## src/hdl/cache_config.svh

```systemverilog
`ifndef CACHE_CONFIG_SVH
`define CACHE_CONFIG_SVH

// front-end store side
`define CACHE_ADDR_W 32
`define CACHE_DATA_W 32

// back-end memory bus
`define BE_DATA_W    64

// AXI write identifiers
`define AXI_ID_W     4
`define AXI_ID_VAL   0

// stores held between processor and memory
`define WBUF_DEPTH   4

`endif

```

## src/hdl/axi_wr_pkg.sv

```systemverilog
`include "cache_config.svh"

package axi_wr_pkg;

   typedef logic [31:0]             axi_addr_t;
   typedef logic [`BE_DATA_W-1:0]   be_data_t;    // full back-end word
   typedef logic [`BE_DATA_W/8-1:0] be_strb_t;
   typedef logic [`AXI_ID_W-1:0]    axi_id_t;
   typedef logic [7:0]              axi_len_t;    // beats minus one
   typedef logic [2:0]              axi_size_t;   // log2 of bytes per beat
   typedef logic [1:0]              axi_burst_t;

   typedef enum logic [1:0] {
      OKAY   = 2'b00,
      EXOKAY = 2'b01,
      SLVERR = 2'b10,
      DECERR = 2'b11
   } axi_resp_e;

endpackage

```

## src/hdl/cache_req_pkg.sv

```systemverilog
`include "cache_config.svh"

package cache_req_pkg;

   typedef logic [`CACHE_ADDR_W-1:0]   addr_t;   // byte address
   typedef logic [`CACHE_DATA_W-1:0]   word_t;
   typedef logic [`CACHE_DATA_W/8-1:0] strb_t;   // one bit per byte

   // one processor store, 68 bits
   typedef struct packed {
      addr_t addr;
      word_t wdata;
      strb_t wstrb;
   } wr_req_t;

endpackage

```

## src/hdl/wr_req_if.sv

```systemverilog
`timescale 1ns/100ps

interface wr_req_if
   import cache_req_pkg::*;
();

   logic    valid;
   logic    ready;
   wr_req_t req;      // held steady until ready

   modport src (
      output valid,
      output req,
      input  ready
   );

   modport dst (
      input  valid,
      input  req,
      output ready
   );

endinterface

```

## src/hdl/axi_write_channel.sv

```systemverilog
`timescale 1ns/100ps

`include "cache_config.svh"

module axi_write_channel
   import cache_req_pkg::*;
   import axi_wr_pkg::*;
(
   input  logic       clk,
   input  logic       reset,
   wr_req_if.dst      in,
   output axi_id_t    awid,
   output axi_addr_t  awaddr,
   output axi_len_t   awlen,
   output axi_size_t  awsize,
   output axi_burst_t awburst,
   output logic [3:0] awcache,
   output logic       awvalid,
   input  logic       awready,
   output be_data_t   wdata,
   output be_strb_t   wstrb,
   output logic       wlast,
   output logic       wvalid,
   input  logic       wready,
   input  axi_resp_e  bresp,
   input  logic       bvalid,
   output logic       bready
);

   localparam int WORD_BYTES = `CACHE_DATA_W / 8;
   localparam int WORD_OFF_W = $clog2(WORD_BYTES);        // byte offset in a word
   localparam int BE_OFF_W   = $clog2(`BE_DATA_W / 8);    // byte offset in a beat
   localparam int LANES      = `BE_DATA_W / `CACHE_DATA_W;
   localparam int LANE_W     = BE_OFF_W - WORD_OFF_W;

   typedef enum logic [1:0] {
      idle,
      address,
      write,
      verify
   } state_t;

   state_t            state;
   wr_req_t           cur;          // store being written to memory
   logic              take;
   logic              resp_ok;
   logic [LANE_W-1:0] lane;

   assign resp_ok  = bvalid & (bresp == OKAY);
   assign in.ready = (state == idle) | ((state == verify) & resp_ok);  // no gap between stores
   assign take     = in.valid & in.ready;

   always_ff @(posedge clk or posedge reset) begin
      if (reset) begin
         state <= idle;
      end else begin
         case (state)
            idle: begin
               if (in.valid) begin
                  state <= address;
               end
            end
            address: begin
               if (awready) begin
                  state <= write;
               end
            end
            write: begin
               if (wready) begin
                  state <= verify;
               end
            end
            default: begin
               if (bvalid) begin
                  if (bresp != OKAY) begin
                     state <= address;         // error, resend the same store
                  end else if (in.valid) begin
                     state <= address;         // next store already waiting
                  end else begin
                     state <= idle;
                  end
               end
            end
         endcase
      end
   end

   always_ff @(posedge clk) begin
      if (take) begin
         cur <= in.req;
      end
   end

   // one transaction at a time, phases follow the state
   assign awvalid = (state == address);
   assign wvalid  = (state == write);
   assign bready  = (state == verify);
   assign wlast   = wvalid;              // single beat

   // fixed attributes of a single-beat write
   assign awid    = axi_id_t'(`AXI_ID_VAL);
   assign awlen   = '0;
   assign awsize  = axi_size_t'(BE_OFF_W);
   assign awburst = axi_burst_t'(0);     // fixed burst
   assign awcache = 4'b0011;             // bufferable, modifiable

   assign awaddr = {cur.addr[`CACHE_ADDR_W-1:BE_OFF_W], {BE_OFF_W{1'b0}}};

   assign lane  = cur.addr[WORD_OFF_W +: LANE_W];   // which word of the beat
   assign wstrb = be_strb_t'(cur.wstrb) << (lane * WORD_BYTES);
   assign wdata = {LANES{cur.wdata}};               // same word in every lane

endmodule

```

## src/hdl/cache_write_path.sv

```systemverilog
`timescale 1ns/100ps

module cache_write_path
   import cache_req_pkg::*;
   import axi_wr_pkg::*;
(
   input  logic       clk,
   input  logic       reset,
   input  logic       req_valid,
   output logic       req_ready,
   input  addr_t      req_addr,
   input  word_t      req_wdata,
   input  strb_t      req_wstrb,
   output axi_id_t    awid,
   output axi_addr_t  awaddr,
   output axi_len_t   awlen,
   output axi_size_t  awsize,
   output axi_burst_t awburst,
   output logic [3:0] awcache,
   output logic       awvalid,
   input  logic       awready,
   output be_data_t   wdata,
   output be_strb_t   wstrb,
   output logic       wlast,
   output logic       wvalid,
   input  logic       wready,
   input  axi_resp_e  bresp,
   input  logic       bvalid,
   output logic       bready
);

   wr_req_t  req_in;
   wr_req_if buffered ();    // buffer head to write channel

   assign req_in = '{addr: req_addr, wdata: req_wdata, wstrb: req_wstrb};

   write_buffer wbuf (
      .clk       (clk),
      .reset     (reset),
      .req_valid (req_valid),
      .req_ready (req_ready),
      .req       (req_in),
      .out       (buffered)
   );

   axi_write_channel wchan (
      .clk     (clk),
      .reset   (reset),
      .in      (buffered),
      .awid    (awid),
      .awaddr  (awaddr),
      .awlen   (awlen),
      .awsize  (awsize),
      .awburst (awburst),
      .awcache (awcache),
      .awvalid (awvalid),
      .awready (awready),
      .wdata   (wdata),
      .wstrb   (wstrb),
      .wlast   (wlast),
      .wvalid  (wvalid),
      .wready  (wready),
      .bresp   (bresp),
      .bvalid  (bvalid),
      .bready  (bready)
   );

endmodule

```

## src/hdl/write_buffer.sv

```systemverilog
`timescale 1ns/100ps

`include "cache_config.svh"

module write_buffer
   import cache_req_pkg::*;
(
   input  logic    clk,
   input  logic    reset,
   input  logic    req_valid,
   output logic    req_ready,
   input  wr_req_t req,
   wr_req_if.src   out
);

   localparam int DEPTH = `WBUF_DEPTH;
   localparam int PTR_W = (DEPTH > 1) ? $clog2(DEPTH) : 1;
   localparam int CNT_W = $clog2(DEPTH + 1);

   wr_req_t          mem [DEPTH];
   logic [PTR_W-1:0] wr_ptr;
   logic [PTR_W-1:0] rd_ptr;
   logic [CNT_W-1:0] count;
   logic             push;
   logic             pop;

   function automatic logic [PTR_W-1:0] next_ptr(input logic [PTR_W-1:0] ptr);
      if (ptr == PTR_W'(DEPTH - 1)) begin
         return '0;                                 // wrap around
      end
      return ptr + 1'b1;
   endfunction

   assign req_ready = (count != CNT_W'(DEPTH));    // stall processor when full
   assign out.valid = (count != '0);
   assign out.req   = mem[rd_ptr];                  // oldest store first

   assign push = req_valid & req_ready;
   assign pop  = out.valid & out.ready;

   always_ff @(posedge clk or posedge reset) begin
      if (reset) begin
         wr_ptr <= '0;
         rd_ptr <= '0;
         count  <= '0;
      end else begin
         if (push) begin
            wr_ptr <= next_ptr(wr_ptr);
         end
         if (pop) begin
            rd_ptr <= next_ptr(rd_ptr);
         end
         case ({push, pop})
            2'b10:   count <= count + 1'b1;
            2'b01:   count <= count - 1'b1;
            default: count <= count;           // idle or push and pop together
         endcase
      end
   end

   always_ff @(posedge clk) begin
      if (push) begin
         mem[wr_ptr] <= req;
      end
   end

endmodule

```

## config.mk

```make
export PLATFORM = sky130hd
export DESIGN_NAME = cache_write_path
export DESIGN_NICKNAME = d
export VERILOG_FILES = /design/src/hdl/axi_wr_pkg.sv /design/src/hdl/cache_req_pkg.sv /design/src/hdl/wr_req_if.sv /design/src/hdl/axi_write_channel.sv /design/src/hdl/cache_write_path.sv /design/src/hdl/write_buffer.sv
export VERILOG_INCLUDE_DIRS = /design/src /design/src/hdl
export SDC_FILE = /design/constraint.sdc
export NUM_CORES = 1
export LEC_CHECK = 0
export ABC_AREA = 1
export BUFFER_PORTS_ARGS = -buffer_cell sky130_fd_sc_hd__buf_2
export CAP_MARGIN = 20
export CORE_UTILIZATION = 40
export DETAILED_ROUTE_END_ITERATION = 16
export PLACE_DENSITY = 0.64
export SLEW_MARGIN = 40
export SYNTH_ARGS = -nofsm -noshare
export SYNTH_HDL_FRONTEND = slang
export SYNTH_SLANG_ARGS = --single-unit
```

## constraint.sdc

```tcl
create_clock -name clk -period 4.74 [get_ports clk]
set_input_delay 0.474 -clock clk [delete_from_list [all_inputs] [get_ports clk]]
set_output_delay 0.474 -clock clk [all_outputs]
set_load 0.1 [all_outputs]
```

==> results of run 1 <==
sequential cells by signal, summed over array words and instances, names as in the netlist:
name / cells
wbuf.mem: 264
wchan.wdata: 32
wchan.awaddr: 29
wchan.cur: 5
wbuf.count: 3
wbuf.rd_ptr: 2
wbuf.wr_ptr: 2
wchan.state: 2
metal layers:
metal | up-vias | global-route usage, % | part of all wire [%]
met3 | 46 | 3.44 | 5.7
met5 | - | 0 | 0.050
li1 | 3423 | - | -
met2 | 232 | 24.1 | 47
met1 | 3506 | 20.7 | 45
met4 | 2 | 4.20 | 1.9
path summary, 6_finish.rpt:
path	from	endpoint
setup / recovery	wchan.state[0]	wbuf.count[1]
hold / removal	req_addr[25]	wbuf.mem[3][61]
setup reg to reg	wchan.state[0]	wbuf.count[1]
hold reg to reg	wbuf.count[0]	wbuf.count[0]
max in group asynchronous	reset	wbuf.rd_ptr[0]
min in group asynchronous	reset	wbuf.count[2]
logic make-up after synthesis:
family	Yosys count	share of synthesized area, %
DFF	339	75.6
AOI/OAI and AO/OA	201	8.12
buffers and inverters	190	9.67
and+or+nand+nor	186	5.29
adders and majority gates	11	1.08
xor gates and xnor gates	2	0.131
other	2	0.0560
per-stage QoR:
| stage | std cells | instance area, sq um | utilization (%) | setup WS (ns) |
|---|---|---|---|---|
| after floorplan | 953 | 13500 | - | 0.0826 |
| after global routing | 1490 | 15200 | 46.3 | 1.72 |
| after detailed placement | 1421 | 13900 | 42.4 | 2.01 |
| final | 1491 | 15200 | 46.3 | 2.04 |
| after global placement | 1420 | 13900 | 42.4 | 1.98 |
| after CTS | 1490 | 15200 | 46.3 | 1.97 |
critical path, stage by stage (launching register included):
cell	delay (ns)
dfrtp_1	0.39
inv_1	0.08
ha_1	0.23
inv_1	0.08
nand2_1	0.09
nand2_1	0.12
clkinv_2	0.49
ha_1	0.44
inv_1	0.11
fa_1	0.42
o21ai_0	0.17
timing repair:
item / 4_1_cts / 5_1_grt
gates resized for setup: 0 / 0
hold buffers: 1 / 0
setup endpoints to repair: 0 / 0
setup buffers: 0 / 0
endpoints found under the hold margin: 9 / 0
cell usage after synthesis, drive strengths merged:
cell      n  share of area (%)
nand3     6               0.22
nor2    150                4.2
o21ai   134                5.0
xnor2     1              0.065
edfxtp  330                 74
fa        1               0.15
conb      2              0.056
nor3      1              0.037
nand2    29               0.83
inv      28               0.82
o22ai    66                3.1
a21oi     1              0.037
dfrtp     9                1.7
clkbuf   19               0.67
buf     143                8.2
xor2      1              0.065
ha       10               0.93
cell type report:
class / count / share of cell area (%)
Multi-Input combinational cell: 424 / 13.7
Clock buffer: 46 / 6.88
Clock inverter: 22 / 1.38
Tap cell: 442 / 3.64
Sequential cell: 339 / 66.8
Timing Repair Buffer: 189 / 6.82
Inverter: 28 / 0.750
Antenna cell: 1 / 0.0165
placed cells by master (no fill, tap or decap), types with 5 or more instances in the layout:
master	count
edfxtp_1	330
buf_2	179
nor2_1	146
o21ai_0	119
o22ai_1	66
clkbuf_16	41
nand2_1	28
inv_1	25
conb_1	24
o21ai_1	15
ha_1	10
clkinv_1	10
dfrtp_1	7
nand3_1	6
clkinv_2	5
clkbuf_1	5
==> impl_metrics.py, run 1 <==
metrics = {
    "run_status": {
        "status": "finished, final reports clean",
    },
    "clocking": {
        "worst_skew_pair.late_latency_ns": 0.51,
        "cts_tree": "yes",
        "clk_pin_slew_ns": 0.06,
        "root_buffer": "clkbuf_16",
        "cts_buffers": 38,
        "clock-sinks": 339,
        "clockBufferDepth": 3,
        "htreeDepth": 2,
    },
    "setup_path": {
        "cp.required_ns": 5.16,
        "rrSetupSlack_ns": 2.04,
        "crit_fanout": 29,
        "critPathKind": "register to register",
        "worstPathArrival_ns": 3.12,
        "r2r_cells": 10,
        "crit_path_end_kind": "register",
        "startpoint_type": "register",
    },
    "floorplan": {
        "die_area_sq_um": 34200,
        "die_h_um": 185,
        "start_util_pct": 40.9,
        "rows": 66,
        "core_area_sq_um": 32800,
        "die_x_um": 185,
        "io_pins": 206,
    },
    "run": {
        "maxCapViolations": 0,
    },
    "yosys": {
        "synth_cells": 931,
        "syn_area_sq_um": 13400,
        "syn-mean-instance-area_sq_um": 14.4,
        "ys_types": 27,
        "seq_area_frac_synth_pct": 75.6,
        "ys_warn_count": 0,
        "synth_seq_cells": 339,
    },
    "sta": {
        "slew-limit-headroom_pct": 46.3,
        "whs_ns": 0.178,
        "fin_tns_setup_ns": 0,
        "rsz0062_at_grt": "false",
        "period_needed_ns": 2.70,
        "clock.fmax_mhz": 371,
        "slew_violations": 0,
        "finalSetupViolations": 0,
        "finalHoldViolations": 0,
        "worst_pin_slew_ns": 0.805,
        "fin_skew_ns": 0.00946,
        "fin_crit_sh_pct": 56.9,
    },
    "layout": {
        "multi_input_area_sq_um": 2080,
        "area_delta_synth_final_pct": 13.3,
        "finalNetCount": 1107,
        "nFillCells": 2839,
        "drive_gt1_share_pct": 24.0,
        "seqCellArea_sq_um": 10100,
    },
    "min_path": {
        "hold_depth": 1,
        "min_path_type": "input pin to register",
    },
    "global_routing": {
        "grt_max_degree": 133,
        "antenna_found_initial": 2,
        "grt_pass1_vias": 6716,
        "overflow": 0,
        "gr-usage-all-layers_pct": 15.1,
        "grt_pass1_wl_mm": 38.8,
    },
    "placement": {
        "io_buffers": 179,
        "dpl.hpwl_mm": 13.5,
        "place_congestion": 0.675,
    },
    "routing": {
        "first_pass_iters": 5,
        "via_count": 7209,
        "routed_wl_mm": 25.8,
        "drc": 0,
        "viasPerCell": 4.84,
        "postRouteAntennaNets": 0,
        "wl_per_cell_um": 17.3,
        "drt_iter0_drc": 366,
    },
}
Power of run 1 is not shown: default switching activity piles up to over one toggle a cycle in this logic, so the estimate is an artifact.
==> inputs of run 2 (changes only) <==
==> constraint.sdc (replaced) <==
create_clock -name clk -period 2.7 [get_ports clk]
set_input_delay 0.27 -clock clk [delete_from_list [all_inputs] [get_ports clk]]
set_output_delay 0.27 -clock clk [all_outputs]
set_load 0.1 [all_outputs]
==> run 2 against run 1 <==
Via count increased by 3.4%. Clock-buffer cell count fell by 5. Global-route usage rose by 0.10 points. Highest routed layer unchanged. First-iteration DRC count rose by 29%. Design area rose by 4.8%.
==> impl_metrics.py, run 2 (same netlist as run 1, synthesis figures left out) <==
metrics = {
    "clocking": {
        "clock-sinks": 339,
        "cts_tree": "yes",
        "clockBufferDepth": 3,
        "cts-resized-gates": 0,
        "clk_pin_slew_ns": 0.06,
        "root_buffer": "clkbuf_16",
        "postCtsSetupRepairBufs": 0,
        "holdBufCountCts": 67,
        "worst_skew_pair.late_latency_ns": 0.50,
        "cts_buffers": 37,
        "htreeDepth": 2,
    },
    "sta": {
        "clock.fmax_mhz": 488,
        "fin_crit_sh_pct": 75.9,
        "finalSetupViolations": 0,
        "finalHoldViolations": 0,
        "slew-limit-headroom_pct": 59.1,
        "period_needed_ns": 2.05,
        "layout_setup_ws_ns": 0.652,
        "slew_violations": 0,
        "rsz0062_at_grt": "false",
        "worst_pin_slew_ns": 0.614,
        "fin_skew_ns": 0.0135,
    },
    "floorplan": {
        "die_x_um": 185,
        "die_area_sq_um": 34200,
        "io_pins": 206,
        "die_h_um": 185,
        "core_area_sq_um": 32800,
        "start_util_pct": 40.9,
        "rows": 66,
    },
    "routing": {
        "wl_per_cell_um": 16.7,
        "drc": 0,
        "routed_wl_mm": 26.0,
        "drt_iter0_drc": 471,
        "viasPerCell": 4.79,
        "via_count": 7457,
        "postRouteAntennaNets": 0,
        "first_pass_iters": 5,
    },
    "layout": {
        "largest-register": "wbuf.mem",
        "postLayoutCoreUtil_pct": 48.5,
        "postLayoutCellArea_sq_um": 15900,
        "finalNetCount": 1179,
        "layout_common_cells": "330 x edfxtp_1, 179 x buf_2, 146 x nor2_1, 118 x o21ai_0, 67 x dlygate4sd3_1",
        "final_common_cell": "edfxtp_1",
        "fin_cells": 1557,
        "drive_gt1_share_pct": 23.4,
        "area_delta_synth_final_pct": 18.7,
        "largest_reg_flops": 264,
    },
    "placement": {
        "dp_slack_ns": 0.683,
        "placed_cell_area_sq_um": 14000,
        "place_congestion": 0.697,
        "place_inst": 1428,
        "io_buffers": 179,
        "dpl.hpwl_mm": 13.6,
    },
    "global_routing": {
        "overflow": 0,
        "antenna_found_initial": 2,
        "gr-usage-all-layers_pct": 15.2,
        "grt_pass1_vias": 7161,
        "grt_max_degree": 136,
        "grt_pass1_wl_mm": 39.1,
    },
    "setup_path": {
        "startpoint_type": "register",
        "rrSetupSlack_ns": 0.65,
        "worstPathArrival_ns": 2.47,
        "crit_fanout": 4,
        "cp.required_ns": 3.12,
        "r2r_cells": 13,
        "critPathKind": "register to register",
        "crit_path_end_kind": "register",
    },
    "run": {
        "maxCapViolations": 0,
    },
    "min_path": {
        "hold_depth": 5,
        "min_path_type": "input pin to register",
    },
    "run_status": {
        "status": "finished, final reports clean",
    },
}
run 2: routing by layer:
| layer | global-route usage (%) | vias up | share of wire [%] |
|---|---|---|---|
| li1 | - | 3564 | - |
| met1 | 19.9 | 3664 | 45 |
| met2 | 25.7 | 197 | 48 |
| met3 | 3.22 | 30 | 4.9 |
| met4 | 3.97 | 2 | 1.6 |
| met5 | 0 | - | 0.050 |
run 2: worst max-delay path, cell delays in order (launching register included):
cell and delay [ns]:
dfrtp_1 0.43, inv_1 0.11, ha_1 0.20, inv_1 0.07
nand2_2 0.09, nand2_2 0.09, clkinvlp_4 0.12, ha_4 0.14
inv_4 0.04, fa_2 0.33, nor2_1 0.11, nor2_1 0.04
nand2_1 0.06, xor2_1 0.14
run 2: metrics by stage:
step,hold slack (ns),setup TNS (ns)
after CTS,0.142,0
after global routing,0.170,0
after floorplan,0.0979,-0.463
final,0.169,0
after global placement,0.250,0
after detailed placement,0.257,0
run 2: worst paths after layout:
kind | start | end
max in group asynchronous | reset | wbuf.rd_ptr[0]
worst min register to register | wbuf.count[0] | wbuf.count[0]
worst max-delay path | wchan.state[0] | wbuf.count[2]
worst min-delay path | bvalid | wbuf.rd_ptr[1]
min in group asynchronous | reset | wbuf.wr_ptr[0]
worst max register to register | wchan.state[0] | wbuf.count[2]
run 2: cell type report:
class / instances / area, sq um
inverter: 28 / 116
tap: 442 / 553
antenna: 1 / 2.50
multi-input combinational: 424 / 2120
clock inverter: 20 / 255
fill: 2784 / 16900
clock buffer: 41 / 941
sequential: 339 / 10100
timing repair buffer: 262 / 1780
Power of run 2 is left out for the same reason.
